<file path="config.mk">
export PLATFORM = sky130hd
export DESIGN_NAME = ooo_backend_top
export DESIGN_NICKNAME = d
export VERILOG_FILES = /design/src/hdl/backend_pkg.sv /design/src/hdl/rv32i_types_pkg.sv /design/src/hdl/alu_unit.sv /design/src/hdl/cdb_arbiter.sv /design/src/hdl/mul_unit.sv /design/src/hdl/ooo_backend_top.sv /design/src/hdl/rob.sv
export SDC_FILE = /design/constraint.sdc
export NUM_CORES = 2
export LEC_CHECK = 0
export BUFFER_PORTS_ARGS = -buffer_cell sky130_fd_sc_hd__buf_2
export CAP_MARGIN = 15
export CORE_MARGIN = 2
export CORE_UTILIZATION = 60
export DETAILED_ROUTE_END_ITERATION = 6
export PLACE_DENSITY = 0.76
export SKIP_CTS_REPAIR_TIMING = 1
export SKIP_LAST_GASP = 1
export SYNTH_ARGS = -nofsm -noshare
export SYNTH_HDL_FRONTEND = slang
export SYNTH_SLANG_ARGS = --single-unit
</file>
<file path="constraint.sdc">
create_clock -name clk -period 16.4 [get_ports clk]
set_clock_uncertainty 0.05 [all_clocks]
set_input_delay 0 -clock clk [delete_from_list [all_inputs] [get_ports clk]]
set_output_delay 0 -clock clk [all_outputs]
set_load 0.03 [all_outputs]
</file>
<file path="src/hdl/backend_pkg.sv">
`default_nettype none

package backend_pkg;

    // datapath width
    localparam int xlen = 32;

    // retirement order counter
    localparam int order_width = 64;

endpackage

`default_nettype wire

</file>
<file path="src/hdl/rv32i_types_pkg.sv">
`default_nettype none

package rv32i_types_pkg;

    // major opcodes handled by the back end
    localparam logic [6:0] op_b_reg = 7'b0110011;
    localparam logic [6:0] op_b_imm = 7'b0010011;

    localparam logic [2:0] f3_add  = 3'b000;
    localparam logic [2:0] f3_sll  = 3'b001;
    localparam logic [2:0] f3_slt  = 3'b010;
    localparam logic [2:0] f3_sltu = 3'b011;
    localparam logic [2:0] f3_xor  = 3'b100;
    localparam logic [2:0] f3_sr   = 3'b101;
    localparam logic [2:0] f3_or   = 3'b110;
    localparam logic [2:0] f3_and  = 3'b111;

    localparam logic [6:0] f7_base   = 7'b0000000;
    // sub and sra
    localparam logic [6:0] f7_alt    = 7'b0100000;
    localparam logic [6:0] f7_muldiv = 7'b0000001;

    typedef struct packed {
        logic [6:0] funct7;
        logic [4:0] rs2;
        logic [4:0] rs1;
        logic [2:0] funct3;
        logic [4:0] rd;
        logic [6:0] opcode;
    } r_type_t;

    typedef struct packed {
        logic [11:0] imm;
        logic [4:0]  rs1;
        logic [2:0]  funct3;
        logic [4:0]  rd;
        logic [6:0]  opcode;
    } i_type_t;

    // same instruction word, decoded by opcode
    typedef union packed {
        r_type_t r_type;
        i_type_t i_type;
    } instr_t;

endpackage

`default_nettype wire

</file>
<file path="src/hdl/alu_unit.sv">
`timescale 1ns/1ps
`default_nettype none

module alu_unit #(
    parameter int ROB_DEPTH = 8
) (
    input  logic                          clk,
    input  logic                          rst,
    input  logic                          alu_issue,
    input  rv32i_types_pkg::instr_t       issue_inst,
    input  logic [backend_pkg::xlen-1:0]  issue_a,
    input  logic [backend_pkg::xlen-1:0]  issue_b,
    input  logic [$clog2(ROB_DEPTH)-1:0]  issue_tag,
    input  logic                          alu_grant,
    output logic                          alu_busy,
    output logic                          alu_done,
    output logic [$clog2(ROB_DEPTH)-1:0]  alu_tag,
    output logic [backend_pkg::xlen-1:0]  alu_result
);

    import rv32i_types_pkg::*;
    import backend_pkg::*;

    logic                    is_op;
    logic                    is_alt;
    logic [4:0]              shamt;
    logic signed [xlen-1:0]  sra_val;
    logic [xlen-1:0]         result_d;

    assign is_op   = (issue_inst.r_type.opcode == op_b_reg);
    assign is_alt  = (issue_inst.r_type.funct7 == f7_alt);
    assign shamt   = issue_b[4:0];
    assign sra_val = $signed(issue_a) >>> shamt;

    always_comb begin
        result_d = '0;
        case (issue_inst.r_type.funct3)
            f3_add: begin
                // addi has no sub form
                if (is_op && is_alt) begin
                    result_d = issue_a - issue_b;
                end else begin
                    result_d = issue_a + issue_b;
                end
            end
            f3_sll:  result_d = issue_a << shamt;
            f3_slt:  result_d = {{(xlen-1){1'b0}}, ($signed(issue_a) < $signed(issue_b))};
            f3_sltu: result_d = {{(xlen-1){1'b0}}, (issue_a < issue_b)};
            f3_xor:  result_d = issue_a ^ issue_b;
            f3_sr: begin
                // srai keeps the alt bit in imm[11:5]
                if (is_alt) begin
                    result_d = sra_val;
                end else begin
                    result_d = issue_a >> shamt;
                end
            end
            f3_or:   result_d = issue_a | issue_b;
            f3_and:  result_d = issue_a & issue_b;
            default: result_d = '0;
        endcase
    end

    // holding register empties on grant
    always_ff @(posedge clk) begin
        if (rst) begin
            alu_done <= 1'b0;
        end else if (alu_issue) begin
            alu_done <= 1'b1;
        end else if (alu_grant) begin
            alu_done <= 1'b0;
        end
    end

    always_ff @(posedge clk) begin
        if (alu_issue) begin
            alu_result <= result_d;
            alu_tag    <= issue_tag;
        end
    end

    // a granted result frees the slot for a new issue
    assign alu_busy = alu_done && !alu_grant;

endmodule

`default_nettype wire

</file>
<file path="src/hdl/cdb_arbiter.sv">
`timescale 1ns/1ps
`default_nettype none

module cdb_arbiter #(
    parameter int ROB_DEPTH = 8
) (
    input  logic                          clk,
    input  logic                          rst,
    input  logic                          alu_done,
    input  logic [$clog2(ROB_DEPTH)-1:0]  alu_tag,
    input  logic [backend_pkg::xlen-1:0]  alu_result,
    input  logic                          mul_done,
    input  logic [$clog2(ROB_DEPTH)-1:0]  mul_tag,
    input  logic [backend_pkg::xlen-1:0]  mul_result,
    output logic                          alu_grant,
    output logic                          mul_grant,
    output logic                          cdb_valid,
    output logic [$clog2(ROB_DEPTH)-1:0]  cdb_tag,
    output logic [backend_pkg::xlen-1:0]  cdb_data
);

    // set when the multiplier took the last contested cycle
    logic last_mul;

    assign alu_grant = alu_done && (!mul_done || last_mul);
    assign mul_grant = mul_done && (!alu_done || !last_mul);

    always_ff @(posedge clk) begin
        if (rst) begin
            last_mul <= 1'b0;
        end else if (alu_done && mul_done) begin
            last_mul <= mul_grant;
        end
    end

    // winner drives the bus
    assign cdb_valid = alu_grant || mul_grant;
    assign cdb_tag   = mul_grant ? mul_tag : alu_tag;
    assign cdb_data  = mul_grant ? mul_result : alu_result;

endmodule

`default_nettype wire

</file>
<file path="src/hdl/mul_unit.sv">
`timescale 1ns/1ps
`default_nettype none

module mul_unit #(
    parameter int ROB_DEPTH  = 8,
    parameter int MUL_STAGES = 3
) (
    input  logic                          clk,
    input  logic                          rst,
    input  logic                          mul_issue,
    input  logic [backend_pkg::xlen-1:0]  issue_a,
    input  logic [backend_pkg::xlen-1:0]  issue_b,
    input  logic [$clog2(ROB_DEPTH)-1:0]  issue_tag,
    input  logic                          mul_grant,
    output logic                          mul_busy,
    output logic                          mul_done,
    output logic [$clog2(ROB_DEPTH)-1:0]  mul_tag,
    output logic [backend_pkg::xlen-1:0]  mul_result
);

    import backend_pkg::*;

    localparam int TAG_W = $clog2(ROB_DEPTH);
    localparam int LAST  = MUL_STAGES - 1;

    logic [MUL_STAGES-1:0]  stage_valid;
    logic [TAG_W-1:0]       stage_tag  [MUL_STAGES];
    logic [xlen-1:0]        stage_data [MUL_STAGES];
    logic                   advance;
    logic [xlen-1:0]        product;

    // low word only, same for signed and unsigned
    assign product = issue_a * issue_b;

    // whole pipe moves when the last stage drains or is empty
    assign advance  = !stage_valid[LAST] || mul_grant;
    assign mul_busy = !advance;

    always_ff @(posedge clk) begin
        if (rst) begin
            stage_valid <= '0;
        end else if (advance) begin
            stage_valid[0] <= mul_issue;
            for (int i = 1; i < MUL_STAGES; i++) begin
                stage_valid[i] <= stage_valid[i-1];
            end
        end
    end

    always_ff @(posedge clk) begin
        if (advance) begin
            stage_data[0] <= product;
            stage_tag[0]  <= issue_tag;
            for (int i = 1; i < MUL_STAGES; i++) begin
                stage_data[i] <= stage_data[i-1];
                stage_tag[i]  <= stage_tag[i-1];
            end
        end
    end

    assign mul_done   = stage_valid[LAST];
    assign mul_tag    = stage_tag[LAST];
    assign mul_result = stage_data[LAST];

endmodule

`default_nettype wire

</file>
<file path="src/hdl/ooo_backend_top.sv">
`timescale 1ns/1ps
`default_nettype none

module ooo_backend_top #(
    parameter int ROB_DEPTH  = 8,
    parameter int MUL_STAGES = 3
) (
    input  logic                                clk,
    input  logic                                rst,
    input  logic                                dispatch_valid,
    input  logic [31:0]                         inst,
    input  logic [31:0]                         pc,
    input  logic [backend_pkg::xlen-1:0]        rs1_data,
    input  logic [backend_pkg::xlen-1:0]        rs2_data,
    output logic                                ready,
    output logic                                commit_valid,
    output logic [31:0]                         commit_pc,
    output logic [backend_pkg::order_width-1:0] commit_order,
    output logic [4:0]                          commit_rd,
    output logic [backend_pkg::xlen-1:0]        commit_data
);

    import rv32i_types_pkg::*;
    import backend_pkg::*;

    localparam int TAG_W = $clog2(ROB_DEPTH);

    // issue bus shared by both units
    logic             alu_issue;
    logic             mul_issue;
    instr_t           issue_inst;
    logic [xlen-1:0]  issue_a;
    logic [xlen-1:0]  issue_b;
    logic [TAG_W-1:0] issue_tag;

    // unit completions
    logic             alu_busy;
    logic             alu_done;
    logic [TAG_W-1:0] alu_tag;
    logic [xlen-1:0]  alu_result;
    logic             mul_busy;
    logic             mul_done;
    logic [TAG_W-1:0] mul_tag;
    logic [xlen-1:0]  mul_result;

    // common data bus
    logic             alu_grant;
    logic             mul_grant;
    logic             cdb_valid;
    logic [TAG_W-1:0] cdb_tag;
    logic [xlen-1:0]  cdb_data;

    rob #(.ROB_DEPTH(ROB_DEPTH)) u_rob (.inst(inst), .*);

    alu_unit #(.ROB_DEPTH(ROB_DEPTH)) u_alu_unit (.*);

    mul_unit #(.ROB_DEPTH(ROB_DEPTH), .MUL_STAGES(MUL_STAGES)) u_mul_unit (.*);

    cdb_arbiter #(.ROB_DEPTH(ROB_DEPTH)) u_cdb_arbiter (.*);

endmodule

`default_nettype wire

</file>
<file path="src/hdl/rob.sv">
`timescale 1ns/1ps
`default_nettype none

module rob #(
    parameter int ROB_DEPTH = 8
) (
    input  logic                                clk,
    input  logic                                rst,

    // dispatch
    input  logic                                dispatch_valid,
    input  rv32i_types_pkg::instr_t             inst,
    input  logic [31:0]                         pc,
    input  logic [backend_pkg::xlen-1:0]        rs1_data,
    input  logic [backend_pkg::xlen-1:0]        rs2_data,
    output logic                                ready,

    // issue to the units
    input  logic                                alu_busy,
    input  logic                                mul_busy,
    output logic                                alu_issue,
    output logic                                mul_issue,
    output rv32i_types_pkg::instr_t             issue_inst,
    output logic [backend_pkg::xlen-1:0]        issue_a,
    output logic [backend_pkg::xlen-1:0]        issue_b,
    output logic [$clog2(ROB_DEPTH)-1:0]        issue_tag,

    // writeback from the cdb
    input  logic                                cdb_valid,
    input  logic [$clog2(ROB_DEPTH)-1:0]        cdb_tag,
    input  logic [backend_pkg::xlen-1:0]        cdb_data,

    // retirement
    output logic                                commit_valid,
    output logic [31:0]                         commit_pc,
    output logic [backend_pkg::order_width-1:0] commit_order,
    output logic [4:0]                          commit_rd,
    output logic [backend_pkg::xlen-1:0]        commit_data
);

    import rv32i_types_pkg::*;
    import backend_pkg::*;

    localparam int PTR_W = $clog2(ROB_DEPTH);

    // extra msb tells full from empty
    logic [PTR_W:0]          head;
    logic [PTR_W:0]          tail;
    logic [PTR_W-1:0]        head_idx;
    logic [PTR_W-1:0]        tail_idx;
    logic                    full;

    logic                    is_mul;
    logic                    is_imm;
    logic                    accept;
    logic [xlen-1:0]         imm_ext;

    logic [31:0]             entry_pc     [ROB_DEPTH];
    logic [4:0]              entry_rd     [ROB_DEPTH];
    logic [xlen-1:0]         entry_result [ROB_DEPTH];
    logic [ROB_DEPTH-1:0]    entry_done;

    logic [order_width-1:0]  order_cnt;

    assign head_idx = head[PTR_W-1:0];
    assign tail_idx = tail[PTR_W-1:0];
    assign full     = (head[PTR_W] != tail[PTR_W]) && (head_idx == tail_idx);

    // only mul under OP goes to the multiplier
    assign is_mul  = (inst.r_type.opcode == op_b_reg) && (inst.r_type.funct7 == f7_muldiv);
    assign is_imm  = (inst.i_type.opcode == op_b_imm);
    assign imm_ext = {{(xlen-12){inst.i_type.imm[11]}}, inst.i_type.imm};

    // the target unit must be free this cycle too
    assign ready     = !full && (is_mul ? !mul_busy : !alu_busy);
    assign accept    = dispatch_valid && ready;
    assign alu_issue = accept && !is_mul;
    assign mul_issue = accept && is_mul;

    assign issue_inst = inst;
    assign issue_a    = rs1_data;
    assign issue_b    = is_imm ? imm_ext : rs2_data;
    assign issue_tag  = tail_idx;

    // head retires as soon as its result is in
    assign commit_valid = entry_done[head_idx];
    assign commit_pc    = entry_pc[head_idx];
    assign commit_rd    = entry_rd[head_idx];
    assign commit_data  = entry_result[head_idx];
    assign commit_order = order_cnt;

    always_ff @(posedge clk) begin
        if (rst) begin
            head       <= '0;
            tail       <= '0;
            entry_done <= '0;
            order_cnt  <= '0;
        end else begin
            if (accept) begin
                tail <= tail + 1'b1;
            end
            // cdb never targets the head while it is retiring
            if (cdb_valid) begin
                entry_done[cdb_tag] <= 1'b1;
            end
            if (commit_valid) begin
                head                 <= head + 1'b1;
                entry_done[head_idx] <= 1'b0;
                order_cnt            <= order_cnt + 1'b1;
            end
        end
    end

    // entry payload
    always_ff @(posedge clk) begin
        if (accept) begin
            entry_pc[tail_idx] <= pc;
            entry_rd[tail_idx] <= inst.r_type.rd;
        end
        if (cdb_valid) begin
            entry_result[cdb_tag] <= cdb_data;
        end
    end

endmodule

`default_nettype wire

</file>
## Yosys cells after proc, flatten, opt, wreduce, memory -nomap -nowiden

Memory sizes are Yosys's and may differ from the RTL's. A register that Yosys moved wholly into a read port is not among the register bits.
Cells that the tools add are included.

| word-level totals | value |
|---|---|
| memories | 5 |
| input bits | 131 |
| bits in registers | 120 |
| bits in writable memories | 657 |

| operators by class | value |
|---|---|
| equality and inequality tests | 13 |
| add/sub/neg operators | 5 |
| bitwise operators | 6 |
| magnitude comparators | 6 |
| multiply operators | 1 |
| shift operators | 3 |
| multiplexer cells | 30 |
| reductions and logical operators | 26 |

Memory list:

| name | depth | width | rd ports | clocked after memory_dff | wr ports | line | source |
|---|---|---|---|---|---|---|---|
| u_rob.entry_pc | 8 | 32 | 1 | 1 | 1 | rob.sv:58 | `logic [31:0] entry_pc [ROB_DEPTH];` |
| u_rob.entry_result | 8 | 32 | 1 | 1 | 1 | rob.sv:60 | `logic [xlen-1:0] entry_result [ROB_DEPTH];` |
| u_mul_unit.stage_data | 3 | 32 | 3 | 0 | 3 | mul_unit.sv:28 | `logic [xlen-1:0] stage_data [MUL_STAGES];` |
| u_rob.entry_rd | 8 | 5 | 1 | 1 | 1 | rob.sv:59 | `logic [4:0] entry_rd [ROB_DEPTH];` |
| u_mul_unit.stage_tag | 3 | 3 | 3 | 0 | 3 | mul_unit.sv:27 | `logic [TAG_W-1:0] stage_tag [MUL_STAGES];` |

Operator list:

| kind | count |
|---|---|
| $pmux W32 S8 | 1 |
| $mux W32 | 4 |
| $add A64 B1 Y64 const B | 1 |
| $lt A32 B32 Y1 | 2 |
| $add A32 B32 Y32 | 1 |
| $and A32 B32 Y32 | 1 |
| $mul A32 B32 Y32 | 1 |
| $or A32 B32 Y32 | 1 |
| $shl A32 B5 Y32 | 1 |
| $shr A32 B5 Y32 | 1 |
| $sshr A32 B5 Y32 | 1 |
| $sub A32 B32 Y32 | 1 |
| $xor A32 B32 Y32 | 1 |
| $mux W8 | 3 |
| $mux W3 | 7 |
| $eq A7 B6 Y1 const B | 2 |
| $logic_and A1 B1 Y1 | 13 |
| $eq A3 B3 Y1 const B | 4 |
| $mux W1 | 12 |
| $add A4 B1 Y4 const B | 2 |
| $and A8 B8 Y8 | 1 |
| $lt A3 B4 Y1 const B | 2 |
| $not A8 Y8 | 1 |
| $or A8 B8 Y8 | 1 |
| 13 further kinds | 25 |

## Depth between registers and ports, before layout

| logic depth | value |
|---|---|
| depth in word-level cells | 13 |
| gate-level depth with buffers | 37 |
| depth with buffers taken out | 32 |

## Modules after synthesis

A second synthesis with hierarchy kept.

| second synthesis, totals | value |
|---|---|
| cells, all modules | 4647 |
| area, all modules | 55565.8 um^2 |

Modules (own cells, without submodules):

| module | area an instance (um^2) | sequential area each (um^2) | cells each | times used |
|---|---|---|---|---|
| rob | 25821.0 | 18237.5 | 1427 | 1 |
| mul_unit | 19263.5 | 3213.1 | 1856 | 1 |
| alu_unit | 9835.7 | 1071.0 | 1317 | 1 |
| cdb_arbiter | 645.6 | 20.0 | 47 | 1 |

## Worst setup path before layout

Ideal clock, no wire load.

| path | value |
|---|---|
| kind | input-to-reg |
| from | input inst[6] |
| to | memory u_mul_unit.stage_data[0][31], data pin |
| stages | 32 |
| data arrival time | 8.723 ns |
| slack | 7.359 ns |
| path through | or4b_4 nor3_2 buf_4 mux2_1 buf_4 inv_2 buf_2 buf_2 clkbuf_1 buf_1 nor2_1 fa_1 fa_1 fa_1 inv_1 fa_1 inv_1 ha_1 ha_1 fa_1 fa_1 ha_1 a21oi_1 o21ai_0 a21o_1 a221o_1 o41a_1 a31oi_1 o21ai_0 o41a_1 o22ai_1 xnor3_1 |

RTL lines:

| item | line | source |
|---|---|---|
| start: declaration | ooo_backend_top.sv:11 | `input logic [31:0] inst,` |
| end: declaration | mul_unit.sv:28 |  |

==> results.cfg <==
[status]
status = finished with violations
violations = DRC, hold timing

[final_layout]
finalNetCount = 5510
finish.utilization_pct = 66.08
nFillCells = 6479
fin_area_mm2 = 0.05822
layout.cells.most_common = edfxtp_1
syn_to_final_growth_pct = 9.650
drive_gt1_share_pct = 16.21
mostFrequentLayoutCells = 692 x edfxtp_1, 508 x nor2_1, 469 x inv_1

[synth]
synth-seq-cells = 780
syn_nets = 5331
ys_types = 96
avgSynthCellArea_um2 = 11.63
synth_compound_area_share_pct = 7.369
ys_seq_area_share_pct = 42.46
synth_xor_area_share_pct = 2.736
synth_top_family_by_area = adder cells
synth-simple-area-share_pct = 10.13
synth_adder_area_share_pct = 20.74
yosysWarnings = 0
async_flop_share_pct = 0
synthCells = 4566
synth_edf_count = 692
ys.flop_type = edfxtp_1
synth.area.mux_share_pct = 10.95
syn_area_mm2 = 0.05309

[placement]
io_buffers = 260
routabilityCongestion = 1.035
dp_hpwl_um = 107900
postPlaceCellArea_mm2 = 0.05542
pre_cts_ws_ns = 6.488

[pwr]
p_seq_share_pct = 20.0
comb_power_share_pct = 68.0
p_leak_nw = 23.41
swShare_pct = 46.30
vdd_drop_max_mv = 0.7978
power.density_mw_per_mm2 = 241.7
intPower_w = 0.007556
clock_power_share_pct = 12.0
switching_power_w = 0.006515

[setup_path]
worstPathArrival_ns = 9.70
cp_num_buf_inv = 8
cp_data_required_time_ns = 16.71
path_max_fanout = 19
critPathKind = primary input to register
max_stage_delay_ns = 0.74
crit_family = adder cells
r2r_end = u_rob.commit_order[56]
r2r_setup_slack_ns = 12.73
cp_slowest_cell = clkinv_1
startpoint = inst[6]
crit_top_cell = fa_1
cp_num_cells = 30
endpoint_kind = register
timing.rr.start = u_rob.head[1]
endpoint = u_mul_unit.stage_data[0][31]
reg2regPathDepth = 11
start_kind = primary input

[floorplan]
die_x_um = 301.5
start_util_pct = 60.26
num_io_pins = 266
dieArea_mm2 = 0.09088
die_y_um = 301.5
coreArea_mm2 = 0.08810
row_count = 109

[job]
cap_viol_max_count = 0

[routing]
dr.pass1.iters = 7
wl_per_cell_um = 26.57
vias = 37960
ant_nets = 0
routed_wl_um = 158700
drtIter0Drc = 4498
route.detailed.drc = 4
viasPerCell = 6.357

[global_routing]
antenna_found_initial = 8
grt_overflow = 0
track_usage_pct = 34.70
grt_pass1_vias = 37880
grt_pass1_wl_um = 234100
grt_max_degree = 87

[timing]
finalHoldViolCount = 1
setup_viol = 0
tightest_slew_ns = 1.278
min_period_over_period_pct = 57.26
max_freq_mhz = 106.5
finalCriticalPeriod_ns = 9.391
setup_slack_ns = 7.009
whs_ns = -0.002588
rsz0062_at_grt = false
finalSetupTns_ns = 0
drv_slew = 0
relSlewSlack_pct = 14.70

[clock_network]
clock_sinks = 780
cts_buffers = 74
cts-htree-levels = 3
cts.path.max_buffers = 3
clk_pin_slew_ns = 0.06
clock_latency_ns = 0.64
cts-root-buf = clkbuf_16
cts_tree = yes

[min_path]
holdCritPathClass = primary input to register
min_delay_path_depth = 3
[per-stage QoR]
step / total power, W / hold WS, ns / instances
detailed placement: 0.01209 / 0.2214 / 5794
global route: 0.01509 / 0.02753 / 5968
finish: 0.01407 / -0.002588 / 5971
CTS: 0.01385 / -0.4495 / 5925
global placement: 0.01190 / 0.2158 / 5794
floorplan: 0.009214 / 0.04887 / 4566
[state kept, by name, summed over array words and instances (netlist names), named ones only]
signal / cells
u_rob.entry_pc: 256
u_rob.entry_result: 256
u_mul_unit.stage_data: 96
u_rob.commit_order: 64
u_rob.entry_rd: 40
u_alu_unit.alu_result: 32
u_mul_unit.stage_tag: 9
u_rob.entry_done: 8
u_rob.head: 4
u_rob.tail: 4
u_alu_unit.alu_tag: 3
u_mul_unit.stage_valid: 3
u_alu_unit.alu_done: 1
u_cdb_arbiter.last_mul: 1
[worst min-delay path: cells and delay by family]
family	cells	cell delay, ns
buffers and inverters	2	0.46
AND/OR/NAND/NOR	1	0.18
[cell usage after synthesis (11+ instances only)]
library cell / count / area [um^2]
xnor2_1: 93 / 814.5
a21o_1: 34 / 255.2
nand4_1: 25 / 156.4
o21bai_1: 13 / 97.59
nor4_1: 14 / 87.58
xor2_1: 64 / 560.5
nor3_1: 39 / 195.2
ha_1: 224 / 2803
mux2i_1: 126 / 1261
nor3b_1: 11 / 82.58
nor2_1: 520 / 1952
mux4_2: 144 / 3243
buf_2: 24 / 120.1
or3_1: 26 / 162.7
nand2_4: 11 / 123.9
a31oi_1: 24 / 150.1
o22ai_1: 26 / 162.7
nand2_1: 442 / 1659
fa_1: 410 / 8208
nand2_2: 15 / 93.84
dfxtp_1: 88 / 1762
o211ai_1: 26 / 195.2
a21oi_1: 146 / 730.7
edfxtp_1: 692 / 20780
inv_2: 14 / 52.55
buf_1: 33 / 123.9
o21ai_0: 157 / 785.8
nor2b_1: 12 / 75.07
nand3_1: 43 / 215.2
a22oi_1: 17 / 127.6
mux2_2: 114 / 1284
and3_1: 22 / 137.6
nand2b_1: 16 / 100.1
clkbuf_1: 191 / 716.9
inv_1: 469 / 1760
and2_1: 14 / 87.58
a211oi_1: 29 / 217.7
clkinv_1: 13 / 48.80
a311oi_1: 11 / 96.34
a211o_1: 13 / 113.9
[routing by layer]
metal | wire length (um) | part of all wire [%] | global-route usage (%)
met1 | 59080 | 37 | 46.05
met5 | 34 | 0.021 | 0
met3 | 16040 | 10 | 7.024
met2 | 74080 | 47 | 54.74
met4 | 9435 | 5.9 | 17.66
[area by class of cell]
class	instances	area, um^2	area share, %
diodes	6	15.01	0.02579
clock buffers	90	1922	3.301
clock inverters	41	461.7	0.7931
inverters	503	1906	3.273
multi-input cells	3024	27720	47.62
flip-flops and latches	780	22550	38.74
well taps	1165	1458	2.504
repair buffers	362	2180	3.744
[power groups by stage]
stage	combinational, W	sequential, W	clock (W)
after global placement	0.00906	0.00284	0
after global routing	0.0105	0.00283	0.00178
final	0.00957	0.00281	0.00169
after CTS	0.00933	0.00281	0.00170
after detailed placement	0.00924	0.00285	0
after floorplan	0.00639	0.00282	0
[worst min-delay path by stage]
stage	start	to	slack, ns
2_1_floorplan	pc[0]	u_rob.entry_pc[0][0]	0.05
3_3_place_gp	pc[9]	u_rob.entry_pc[3][9]	0.22
3_5_place_dp	pc[15]	u_rob.entry_pc[3][15]	0.22
4_1_cts	pc[6]	u_rob.entry_pc[7][6]	-0.45
5_1_grt	rst	u_rob.commit_order[62]	0.03
6_report	rst	u_rob.commit_order[53]	-0.003
[logic make-up after synthesis]
logic type               Yosys count
AND/OR/NAND/NOR                 1238
flip-flops                       780
buffers and inverters            762
adder cells (fa/ha/maj)          634
AO/OA/AOI/OAI                    605
multiplexers                     386
XOR/XNOR                         161
Note: power is estimated with default switching activity, not from simulation.
